--- config.mk ---
export PLATFORM = sky130hd
export DESIGN_NAME = lz77_top
export DESIGN_NICKNAME = d
export VERILOG_FILES = /design/src/lz77_pkg.sv /design/src/lz77_buf_if.sv /design/src/lz77_top.sv /design/src/lz77_match.sv /design/src/lz77_window.sv /design/src/lz77_ctrl.sv
export SDC_FILE = /design/constraint.sdc
export NUM_CORES = 1
export LEC_CHECK = 0
export BUFFER_PORTS_ARGS = -buffer_cell sky130_fd_sc_hd__buf_2
export CAP_MARGIN = 20
export CORE_MARGIN = 5
export CORE_UTILIZATION = 35
export CTS_CLUSTER_DIAMETER = 150
export DETAILED_ROUTE_END_ITERATION = 12
export SLEW_MARGIN = 25
export SYNTH_ARGS = -nofsm -noshare
export SYNTH_HDL_FRONTEND = slang
export SYNTH_SLANG_ARGS = --single-unit
export TNS_END_PERCENT = 10
--- constraint.sdc ---
create_clock -name clk -period 7.05 [get_ports clk]
set_input_delay 1.0575 -clock clk [delete_from_list [all_inputs] [get_ports clk]]
set_output_delay 1.0575 -clock clk [all_outputs]
set_load 0.03 [all_outputs]
--- src/lz77_pkg.sv ---
/*
 * Shared widths, limits and types of the LZ77 block compressor.
 * Design files reach these through scoped names.
 */
`default_nettype none

package lz77_pkg;

  // --------------------
  // symbol and token limits
  localparam int DATA_WD = 8;
  localparam int LEN_MIN = 3;
  localparam int LEN_MAX = 8;
  localparam int DST_MAX = 16;
  localparam int BLK_WD  = 8;

  // field widths wide enough for the largest length and distance
  localparam int LEN_WD = $clog2(LEN_MAX + 1);
  localparam int DST_WD = $clog2(DST_MAX + 1);

  // --------------------
  // vector types
  typedef logic [DATA_WD-1:0] byte_t;
  typedef logic [LEN_WD-1:0]  len_t;
  typedef logic [DST_WD-1:0]  dst_t;
  typedef logic [BLK_WD-1:0]  blk_t;

  // upt fetches and shifts, sch searches one offset step per cycle
  typedef enum logic [1:0] {
    IDLE,
    UPT,
    SCH
  } ctrl_state_t;

endpackage

`default_nettype wire
--- src/lz77_buf_if.sv ---
/*
 * Window and look-ahead contents with their fill counts.
 * Driven by the buffer block, read by the matcher.
 */
`timescale 1ns/1ps
`default_nettype none

interface lz77_buf_if;

  // win[0] is the most recent byte, distance d sits at win[d-1]
  lz77_pkg::byte_t [lz77_pkg::DST_MAX-1:0] win;
  // inp[0] is the head of the look-ahead
  lz77_pkg::byte_t [lz77_pkg::LEN_MAX-1:0] inp;
  lz77_pkg::dst_t                          len_win;
  lz77_pkg::len_t                          len_inp;

  modport src (
    output win,
    output inp,
    output len_win,
    output len_inp
  );

  modport snk (
    input win,
    input inp,
    input len_win,
    input len_inp
  );

endinterface

`default_nettype wire

--- src/lz77_top.sv ---
/*
 * LZ77 compressor top level. Connects controller, buffer and matcher
 * to the FIFO read port and the token output port.
 */
`timescale 1ns/1ps
`default_nettype none

module lz77_top (
  input  logic            clk,
  input  logic            rstn,
  input  logic            start_i,
  input  lz77_pkg::blk_t  cfg_len_i,
  input  lz77_pkg::byte_t fifo_rd_dat_i,
  output logic            fifo_rd_val_o,
  output logic            val_o,
  output logic            flg_lit_o,
  output lz77_pkg::byte_t dat_lit_o,
  output lz77_pkg::len_t  dat_len_o,
  output lz77_pkg::dst_t  dat_dst_o,
  output logic            flg_lst_o,
  output logic            done_o
);

  logic           fill_req;
  logic           fill_done;
  logic           sch_start;
  logic           tok_val;
  lz77_pkg::len_t tok_len;
  lz77_pkg::len_t consume;

  lz77_buf_if bif0 ();

  // --------------------
  // block controller
  lz77_ctrl ctrl0 (
    .clk       (clk),
    .rstn      (rstn),
    .start_i   (start_i),
    .cfg_len_i (cfg_len_i),
    .fill_done (fill_done),
    .tok_val   (tok_val),
    .tok_len   (tok_len),
    .fill_req  (fill_req),
    .sch_start (sch_start),
    .consume   (consume),
    .val_o     (val_o),
    .flg_lst_o (flg_lst_o),
    .done_o    (done_o)
  );

  // window and look-ahead
  lz77_window win0 (
    .clk           (clk),
    .rstn          (rstn),
    .start_i       (start_i),
    .cfg_len_i     (cfg_len_i),
    .fill_req      (fill_req),
    .consume       (consume),
    .fifo_rd_dat_i (fifo_rd_dat_i),
    .fill_done     (fill_done),
    .fifo_rd_val_o (fifo_rd_val_o),
    .buf_o         (bif0.src)
  );

  // match search
  lz77_match match0 (
    .clk       (clk),
    .rstn      (rstn),
    .sch_start (sch_start),
    .buf_i     (bif0.snk),
    .tok_val   (tok_val),
    .tok_len   (tok_len),
    .flg_lit_o (flg_lit_o),
    .dat_lit_o (dat_lit_o),
    .dat_len_o (dat_len_o),
    .dat_dst_o (dat_dst_o)
  );

endmodule

`default_nettype wire

--- src/lz77_match.sv ---
/*
 * Match search: one candidate flag per distance, one look-ahead byte
 * compared per cycle, greedy best token with the nearest distance.
 */
`timescale 1ns/1ps
`default_nettype none

module lz77_match (
  input  logic            clk,
  input  logic            rstn,
  input  logic            sch_start,
  lz77_buf_if.snk         buf_i,
  output logic            tok_val,
  output lz77_pkg::len_t  tok_len,
  output logic            flg_lit_o,
  output lz77_pkg::byte_t dat_lit_o,
  output lz77_pkg::len_t  dat_len_o,
  output lz77_pkg::dst_t  dat_dst_o
);

  // bit j stands for distance j+1
  logic [lz77_pkg::DST_MAX-1:0] flg_q;
  logic [lz77_pkg::DST_MAX-1:0] flg_nxt;
  logic [lz77_pkg::DST_MAX-1:0] flg_vld;
  logic                         act_q;
  lz77_pkg::len_t               k_q;
  lz77_pkg::len_t               k_inc;
  logic                         any_nxt;
  logic                         cmp_end;
  logic                         tok_lit;
  lz77_pkg::dst_t               near_dst;
  lz77_pkg::len_t               bst_len_q;
  lz77_pkg::len_t               bst_len_nxt;
  lz77_pkg::dst_t               bst_dst_q;
  lz77_pkg::dst_t               bst_dst_nxt;
  logic                         out_vld_q;
  logic                         flg_lit_q;
  lz77_pkg::byte_t              dat_lit_q;
  lz77_pkg::len_t               dat_len_q;
  lz77_pkg::dst_t               dat_dst_q;

  // --------------------
  // candidate flags
  always_comb begin
    for (int j = 0; j < lz77_pkg::DST_MAX; j++) begin
      flg_vld[j] = (j < int'(buf_i.len_win));
    end
  end

  // step k compares inp[k] with the byte at distance d-k until k reaches d
  always_comb begin
    for (int j = 0; j < lz77_pkg::DST_MAX; j++) begin
      if (int'(k_q) <= j) begin
        flg_nxt[j] = flg_q[j] && (buf_i.inp[k_q] == buf_i.win[j - int'(k_q)]);
      end else begin
        flg_nxt[j] = 1'b0;
      end
    end
  end

  assign any_nxt = |flg_nxt;
  assign k_inc   = k_q + 1'b1;
  assign cmp_end = !any_nxt || (k_inc >= buf_i.len_inp);

  // --------------------
  // nearest-candidate detector
  always_comb begin
    near_dst = '0;
    for (int j = lz77_pkg::DST_MAX - 1; j >= 0; j--) begin
      if (flg_nxt[j]) begin
        near_dst = lz77_pkg::dst_t'(j + 1);
      end
    end
  end

  // --------------------
  // best token so far
  always_comb begin
    bst_len_nxt = bst_len_q;
    bst_dst_nxt = bst_dst_q;
    if (sch_start) begin
      bst_len_nxt = lz77_pkg::len_t'(1);
      bst_dst_nxt = '0;
    end else if (act_q && any_nxt && (k_inc <= buf_i.len_inp)) begin
      bst_len_nxt = k_inc;
      bst_dst_nxt = near_dst;
    end
  end

  // an empty window ends the search in its first cycle
  assign tok_val = (sch_start && (buf_i.len_win == '0)) || (act_q && cmp_end);
  assign tok_lit = bst_len_nxt < lz77_pkg::len_t'(lz77_pkg::LEN_MIN);
  assign tok_len = tok_lit ? lz77_pkg::len_t'(1) : bst_len_nxt;

  always_ff @(posedge clk or negedge rstn) begin
    if (!rstn) begin
      act_q     <= 1'b0;
      k_q       <= '0;
      flg_q     <= '0;
      out_vld_q <= 1'b0;
    end else begin
      out_vld_q <= tok_val;
      if (sch_start) begin
        act_q <= (buf_i.len_win != '0);
        k_q   <= '0;
        flg_q <= flg_vld;
      end else if (act_q) begin
        k_q   <= k_inc;
        flg_q <= flg_nxt;
        if (cmp_end) begin
          act_q <= 1'b0;
        end
      end
    end
  end

  // literals carry the head byte, matches carry length and distance
  always_ff @(posedge clk) begin
    bst_len_q <= bst_len_nxt;
    bst_dst_q <= bst_dst_nxt;
    if (tok_val) begin
      flg_lit_q <= tok_lit;
      dat_lit_q <= tok_lit ? buf_i.inp[0] : '0;
      dat_len_q <= tok_len;
      dat_dst_q <= tok_lit ? '0 : bst_dst_nxt;
    end
  end

  assign flg_lit_o = out_vld_q ? flg_lit_q : 1'b0;
  assign dat_lit_o = out_vld_q ? dat_lit_q : '0;
  assign dat_len_o = out_vld_q ? dat_len_q : '0;
  assign dat_dst_o = out_vld_q ? dat_dst_q : '0;

endmodule

`default_nettype wire

--- src/lz77_window.sv ---
/*
 * Sliding window and look-ahead buffer. On each fill request it moves
 * the consumed bytes into the window, then reads the FIFO byte by byte
 * until the look-ahead is as full as the rest of the block allows.
 */
`timescale 1ns/1ps
`default_nettype none

module lz77_window (
  input  logic            clk,
  input  logic            rstn,
  input  logic            start_i,
  input  lz77_pkg::blk_t  cfg_len_i,
  input  logic            fill_req,
  input  lz77_pkg::len_t  consume,
  input  lz77_pkg::byte_t fifo_rd_dat_i,
  output logic            fill_done,
  output logic            fifo_rd_val_o,
  lz77_buf_if.src         buf_o
);

  lz77_pkg::byte_t [lz77_pkg::DST_MAX-1:0] win_q;
  lz77_pkg::byte_t [lz77_pkg::DST_MAX-1:0] win_shf;
  lz77_pkg::byte_t [lz77_pkg::LEN_MAX-1:0] inp_q;
  lz77_pkg::byte_t [lz77_pkg::LEN_MAX-1:0] inp_shf;
  lz77_pkg::dst_t                          len_win_q;
  lz77_pkg::dst_t                          len_win_sum;
  lz77_pkg::len_t                          len_inp_q;
  lz77_pkg::len_t                          len_inp_left;
  lz77_pkg::len_t                          inp_space;
  lz77_pkg::len_t                          fet_need;
  lz77_pkg::len_t                          rd_rem_q;
  lz77_pkg::blk_t                          blk_len_q;
  lz77_pkg::blk_t                          cnt_fet_q;
  lz77_pkg::blk_t                          blk_rem;
  logic                                    fill_act_q;
  logic                                    rd_dat_vld_q;

  // --------------------
  // fill target
  assign len_inp_left = len_inp_q - consume;
  assign inp_space    = lz77_pkg::len_t'(lz77_pkg::LEN_MAX) - len_inp_left;
  assign blk_rem      = blk_len_q - cnt_fet_q;
  assign fet_need     = (blk_rem < lz77_pkg::blk_t'(inp_space)) ?
                        lz77_pkg::len_t'(blk_rem) : inp_space;
  assign len_win_sum  = len_win_q + lz77_pkg::dst_t'(consume);

  // consumed bytes enter the window newest first
  always_comb begin
    for (int i = 0; i < lz77_pkg::DST_MAX; i++) begin
      if (i < int'(consume)) begin
        win_shf[i] = inp_q[int'(consume) - 1 - i];
      end else begin
        win_shf[i] = win_q[i - int'(consume)];
      end
    end
  end

  assign inp_shf = inp_q >> (consume * lz77_pkg::DATA_WD);

  // --------------------
  // one read strobe per remaining byte
  assign fifo_rd_val_o = fill_act_q && (rd_rem_q != '0);
  // high in the cycle the last byte comes back
  assign fill_done     = fill_act_q && (rd_rem_q == '0);

  always_ff @(posedge clk or negedge rstn) begin
    if (!rstn) begin
      blk_len_q    <= '0;
      cnt_fet_q    <= '0;
      len_win_q    <= '0;
      len_inp_q    <= '0;
      rd_rem_q     <= '0;
      fill_act_q   <= 1'b0;
      rd_dat_vld_q <= 1'b0;
    end else begin
      rd_dat_vld_q <= fifo_rd_val_o;
      if (start_i) begin
        // a zero fill count drops the previous block's window
        blk_len_q  <= cfg_len_i;
        cnt_fet_q  <= '0;
        len_win_q  <= '0;
        len_inp_q  <= '0;
        rd_rem_q   <= '0;
        fill_act_q <= 1'b0;
      end else if (fill_req) begin
        len_win_q  <= (len_win_sum > lz77_pkg::dst_t'(lz77_pkg::DST_MAX)) ?
                      lz77_pkg::dst_t'(lz77_pkg::DST_MAX) : len_win_sum;
        len_inp_q  <= len_inp_left;
        rd_rem_q   <= fet_need;
        fill_act_q <= 1'b1;
      end else begin
        if (fifo_rd_val_o) begin
          rd_rem_q  <= rd_rem_q - 1'b1;
          cnt_fet_q <= cnt_fet_q + 1'b1;
        end
        if (rd_dat_vld_q) begin
          len_inp_q <= len_inp_q + 1'b1;
        end
        if (fill_done) begin
          fill_act_q <= 1'b0;
        end
      end
    end
  end

  // --------------------
  // byte storage
  always_ff @(posedge clk) begin
    if (fill_req) begin
      win_q <= win_shf;
      inp_q <= inp_shf;
    end else if (rd_dat_vld_q) begin
      // append at the tail of the look-ahead
      inp_q[len_inp_q] <= fifo_rd_dat_i;
    end
  end

  assign buf_o.win     = win_q;
  assign buf_o.inp     = inp_q;
  assign buf_o.len_win = len_win_q;
  assign buf_o.len_inp = len_inp_q;

endmodule

`default_nettype wire

--- src/lz77_ctrl.sv ---
/*
 * Block controller: steps through fetch and search per token,
 * counts consumed bytes and raises the token, last and done pulses.
 */
`timescale 1ns/1ps
`default_nettype none

module lz77_ctrl (
  input  logic           clk,
  input  logic           rstn,
  input  logic           start_i,
  input  lz77_pkg::blk_t cfg_len_i,
  input  logic           fill_done,
  input  logic           tok_val,
  input  lz77_pkg::len_t tok_len,
  output logic           fill_req,
  output logic           sch_start,
  output lz77_pkg::len_t consume,
  output logic           val_o,
  output logic           flg_lst_o,
  output logic           done_o
);

  lz77_pkg::ctrl_state_t state_q;
  lz77_pkg::ctrl_state_t state_nxt;
  lz77_pkg::blk_t        blk_len_q;
  lz77_pkg::blk_t        cnt_con_q;
  lz77_pkg::blk_t        cnt_con_nxt;
  logic                  last_tok;

  // consumed count including the token finishing now
  assign cnt_con_nxt = cnt_con_q + lz77_pkg::blk_t'(tok_len);
  assign last_tok    = tok_val && (cnt_con_nxt == blk_len_q);

  // --------------------
  // next state
  always_comb begin
    state_nxt = state_q;
    case (state_q)
      lz77_pkg::IDLE: begin
        if (start_i) begin
          state_nxt = lz77_pkg::UPT;
        end
      end
      lz77_pkg::UPT: begin
        if (fill_done) begin
          state_nxt = lz77_pkg::SCH;
        end
      end
      lz77_pkg::SCH: begin
        if (tok_val) begin
          state_nxt = last_tok ? lz77_pkg::IDLE : lz77_pkg::UPT;
        end
      end
      default: state_nxt = lz77_pkg::IDLE;
    endcase
  end

  // --------------------
  // state, counters and pulses
  always_ff @(posedge clk or negedge rstn) begin
    if (!rstn) begin
      state_q   <= lz77_pkg::IDLE;
      blk_len_q <= '0;
      cnt_con_q <= '0;
      consume   <= '0;
      fill_req  <= 1'b0;
      sch_start <= 1'b0;
      val_o     <= 1'b0;
      flg_lst_o <= 1'b0;
      done_o    <= 1'b0;
    end else begin
      state_q   <= state_nxt;
      // one-cycle pulses on state entry
      fill_req  <= (state_nxt == lz77_pkg::UPT) && (state_q != lz77_pkg::UPT);
      sch_start <= (state_nxt == lz77_pkg::SCH) && (state_q != lz77_pkg::SCH);
      val_o     <= tok_val;
      flg_lst_o <= last_tok;
      done_o    <= last_tok;
      if ((state_q == lz77_pkg::IDLE) && start_i) begin
        blk_len_q <= cfg_len_i;
        cnt_con_q <= '0;
        consume   <= '0;
      end else if (tok_val) begin
        cnt_con_q <= cnt_con_nxt;
        consume   <= tok_len;
      end
    end
  end

endmodule

`default_nettype wire

==> results by group <==
Final layout
  • Util after Layout: 0.3870
  • Layout area overhead: 9.321%
  • Non-Filler Instances: 4453
  • Final #Nets: 3268
  • Number of diodes: 0
  • Share of cells above drive strength 1: 0.2374

Logic synthesis
  • Synth Instances: 3237
  • Yosys reg bits: 297
  • Synthesized net count: 3323
  • Avg Cell Area, Syn: 10.06 µm²
  • Async SR Flop Fraction: 0.2626
  • Dominant cell by count in the synthesized netlist: nand2_1
  • Most area-consuming cells after synthesis: mux4_2 24%, edfxtp_1 19%, mux2i_1 7.2%
  • Yosys warning total: 0
  • Yosys top cell area share: 0.2429
  • Top_reg_cell synth: edfxtp_1
  • Synth unique cells: 96
  • EDFF count, synth: 210
  • Sequential fraction of the synthesis area: 0.2592
  • Cell taking the most area after synthesis: mux4_2
  • Most frequent cells after synthesis: 510 x nand2_1, 351 x mux4_2, 238 x o21ai_0
  • Mapped Area: between 30000 and 40000 µm²

Critical path
  • Slowest-stage cell, CP: nor4_1
  • CP cell instances: buf_12, mux4_2, mux4_2, xnor2_1, nor4_1, nand4_1, nand2_1, or3_1, and4b_4, nor2_8, mux2i_1, nor2_1, ha_1, a21oi_1, nor2b_1, o21ai_1, inv_1, nand3_1, or3_1, a2111oi_0, buf_4, o31ai_1
  • CP arrival: 7.05 ns
  • Worst setup path class: reg2reg
  • CP max FO: 32
  • Top cell family by delay on the critical path: simple AND/OR/NAND/NOR gates
  • Startpoint Class: flop
  • Crit. End Element: flop
  • CP peak stage delay: between 0.6 and 0.7 ns
  • WP buf/inv: 3
  • Worst endpoint required time: 7.46 ns

Timing
  • Fmax: about 0.15 GHz
  • Worst hold margin: around 0.32 ns
  • Final Critical Period: 6.644 ns
  • RSZ-0062 raised after global routing: no
  • Worst slew pin tran: between 1 and 1.5 ns
  • Clk_skew: 0.02136 ns
  • Period utilisation layout: 0.9424
  • Max-Slew Margin vs Limit: 0.2894
  • Setup TNS: 0 ns
  • Slew Limit Fails: 0
  • Final hold violations: 0
  • Setup violations, final: 0

Clock network
  • Max Root-Sink Buffers: 3
  • Clock Sinks: 297
  • Clk_lat worst skew: around 0.57 ns
  • Clock tree root driver cell: clkbuf_16
  • Clock-pin slew on the worst setup and hold paths: 0.06 ns
  • CTS tree: built
  • H-tree levels: 2
  • Hold_buf cts: 0
  • CTS Buf Count: 37

Outcome
  • Run status: complete, no violations

Floorplan
  • Die area: 99200 µm²
  • Ports: 41
  • Starting density of the core: 0.3540
  • Core outline area: 91940 µm²
  • Die Y: 315.0 µm
  • Rows: roughly 110
  • Die width: 315.0 µm

Route
  • DR vias/cell: 6.354
  • Final WL: 117.5 mm
  • DR pass1 iterations: 8
  • Via count: between 20000 and 30000
  • Post-route ant nets: 0
  • DRC: 0
  • Wire length per cell: roughly 26 µm
  • Iter 0 DRT Violations: 3628

Global routing
  • Antenna violations before repair: 0
  • Overall Global Routing Usage: 0.2295
  • First-pass GRT wire length: 175.0 mm
  • Aggregate global routing overflow: 0
  • Largest net degree at the start of global routing: approximately 120
  • Vias in the first global route: 26621

Job
  • Max-cap check violation count: 0

Placement
  • DP Wirelength: 87.67 mm
  • Final GP Congestion: 0.9658
  • Cells after DPL: ~4400
  • Number of port buffers: 40

Pwr
  • Pwr Total: 16.01 mW
  • Lkg Pwr: ~13 nW
  • Pwr dens: 450.0 nW/µm²
  • Max IR drop VDD: 0.2349 mV

Min path
  • Hold crit path type: in2async
layout by cell type (no fill, tap or decap), types with 28 or more instances in the layout:
cell type / instances
and2_1: 41
nand2_1: 510
nand3_1: 93
xor2_1: 34
o21ai_0: 231
xnor2_1: 130
mux2_2: 102
and3_1: 35
a21oi_1: 176
edfxtp_1: 210
clkbuf_16: 38
dfrtp_1: 70
mux4_2: 351
inv_1: 39
mux2i_1: 234
buf_4: 118
nor2_1: 184
buf_2: 39
o211ai_1: 28
ha_1: 60
final cells by class:
type,count,area (µm²)
fillers,9088,56360
multi-input cells,2624,22910
flip-flops and latches,297,8461
well taps,1243,1555
repair buffers,169,1304
clock buffers,50,1016
inverters,53,201.4
clock inverters,17,135.1
worst paths after layout:
kind | to | startpoint | slack (ns) | depth (start not counted)
max in group asynchronous | ctrl0.fill_req$_DFF_PN0_ | rstn | 5.77 | 2
min reg2reg | match0.bst_dst_q[3]$_DFF_P_ | match0.bst_dst_q[3]$_DFF_P_ | 0.49 | 2
max reg2reg | ctrl0.fill_req$_DFF_PN0_ | match0.k_q[0]$_DFFE_PN0P_ | 0.41 | 22
min | match0.act_q$_DFF_PN0_ | rstn | 0.32 | 1
max | ctrl0.fill_req$_DFF_PN0_ | match0.k_q[0]$_DFFE_PN0P_ | 0.41 | 22
min in group clk | match0.bst_dst_q[3]$_DFF_P_ | match0.bst_dst_q[3]$_DFF_P_ | 0.49 | 2
cells by family after synthesis:
group | after synthesis | share of synthesized area
buffers and inverters | 316 | 0.04213
AO/OA/AOI/OAI | 674 | 0.1293
multiplexers | 694 | 0.3544
adder cells (fa/ha/maj) | 67 | 0.02668
flip-flops | 297 | 0.2592
AND/OR/NAND/NOR | 1012 | 0.1405
XOR/XNOR | 177 | 0.04786
per-stage QoR:
stage | area [µm²] | setup WS, ns
finish | 35590 | 0.4064
global route | 35590 | 0.005263
CTS | 35520 | 0.1163
detailed placement | 34370 | 0.1559
global placement | 34350 | 0.1648
floorplan | 32550 | 0.2054
registers in the layout (all words and copies together) (netlist names), 2 cells and up:
signal              flops
match0.dat_len_q        4
win0.buf_o.len_inp      4
match0.bst_dst_q        5
ctrl0.state_q           2
ctrl0.blk_len_q         8
win0.rd_rem_q           4
match0.k_q              4
match0.dat_dst_q        5
match0.bst_len_q        4
match0.dat_lit_q        8
ctrl0.consume           4
win0.cnt_fet_q          8
win0.buf_o.len_win      5
match0.flg_q           16
win0.buf_o.inp         64
win0.blk_len_q          8
ctrl0.cnt_con_q         8
win0.buf_o.win        128
power breakdown:
part | total [mW] | leakage [nW] | switching (mW) | internal (mW)
clock | 1.89 | 0.568 | 0.828 | 1.06
sequential | 2.84 | 2.99 | 0.499 | 2.34
combinational | 11.3 | 9.49 | 6.36 | 4.93
total | 16.0 | 13.0 | 7.69 | 8.32
per-layer routing:
layer	vias to the layer above	part of all wire	wire length [µm]	track usage
met4	0	0.046	5395	0.08847
met3	303	0.11	12590	0.05430
met2	1764	0.45	53400	0.3620
li1	12302	-	-	-
met1	13927	0.39	46140	0.3071
met5	-	0	0	0
what timing repair did:
item                       CTS  global route
resized for setup            0             7
setup endpoints to repair    0             3
buffers inserted             0             2
Note: power is estimated with default switching activity, not from simulation.
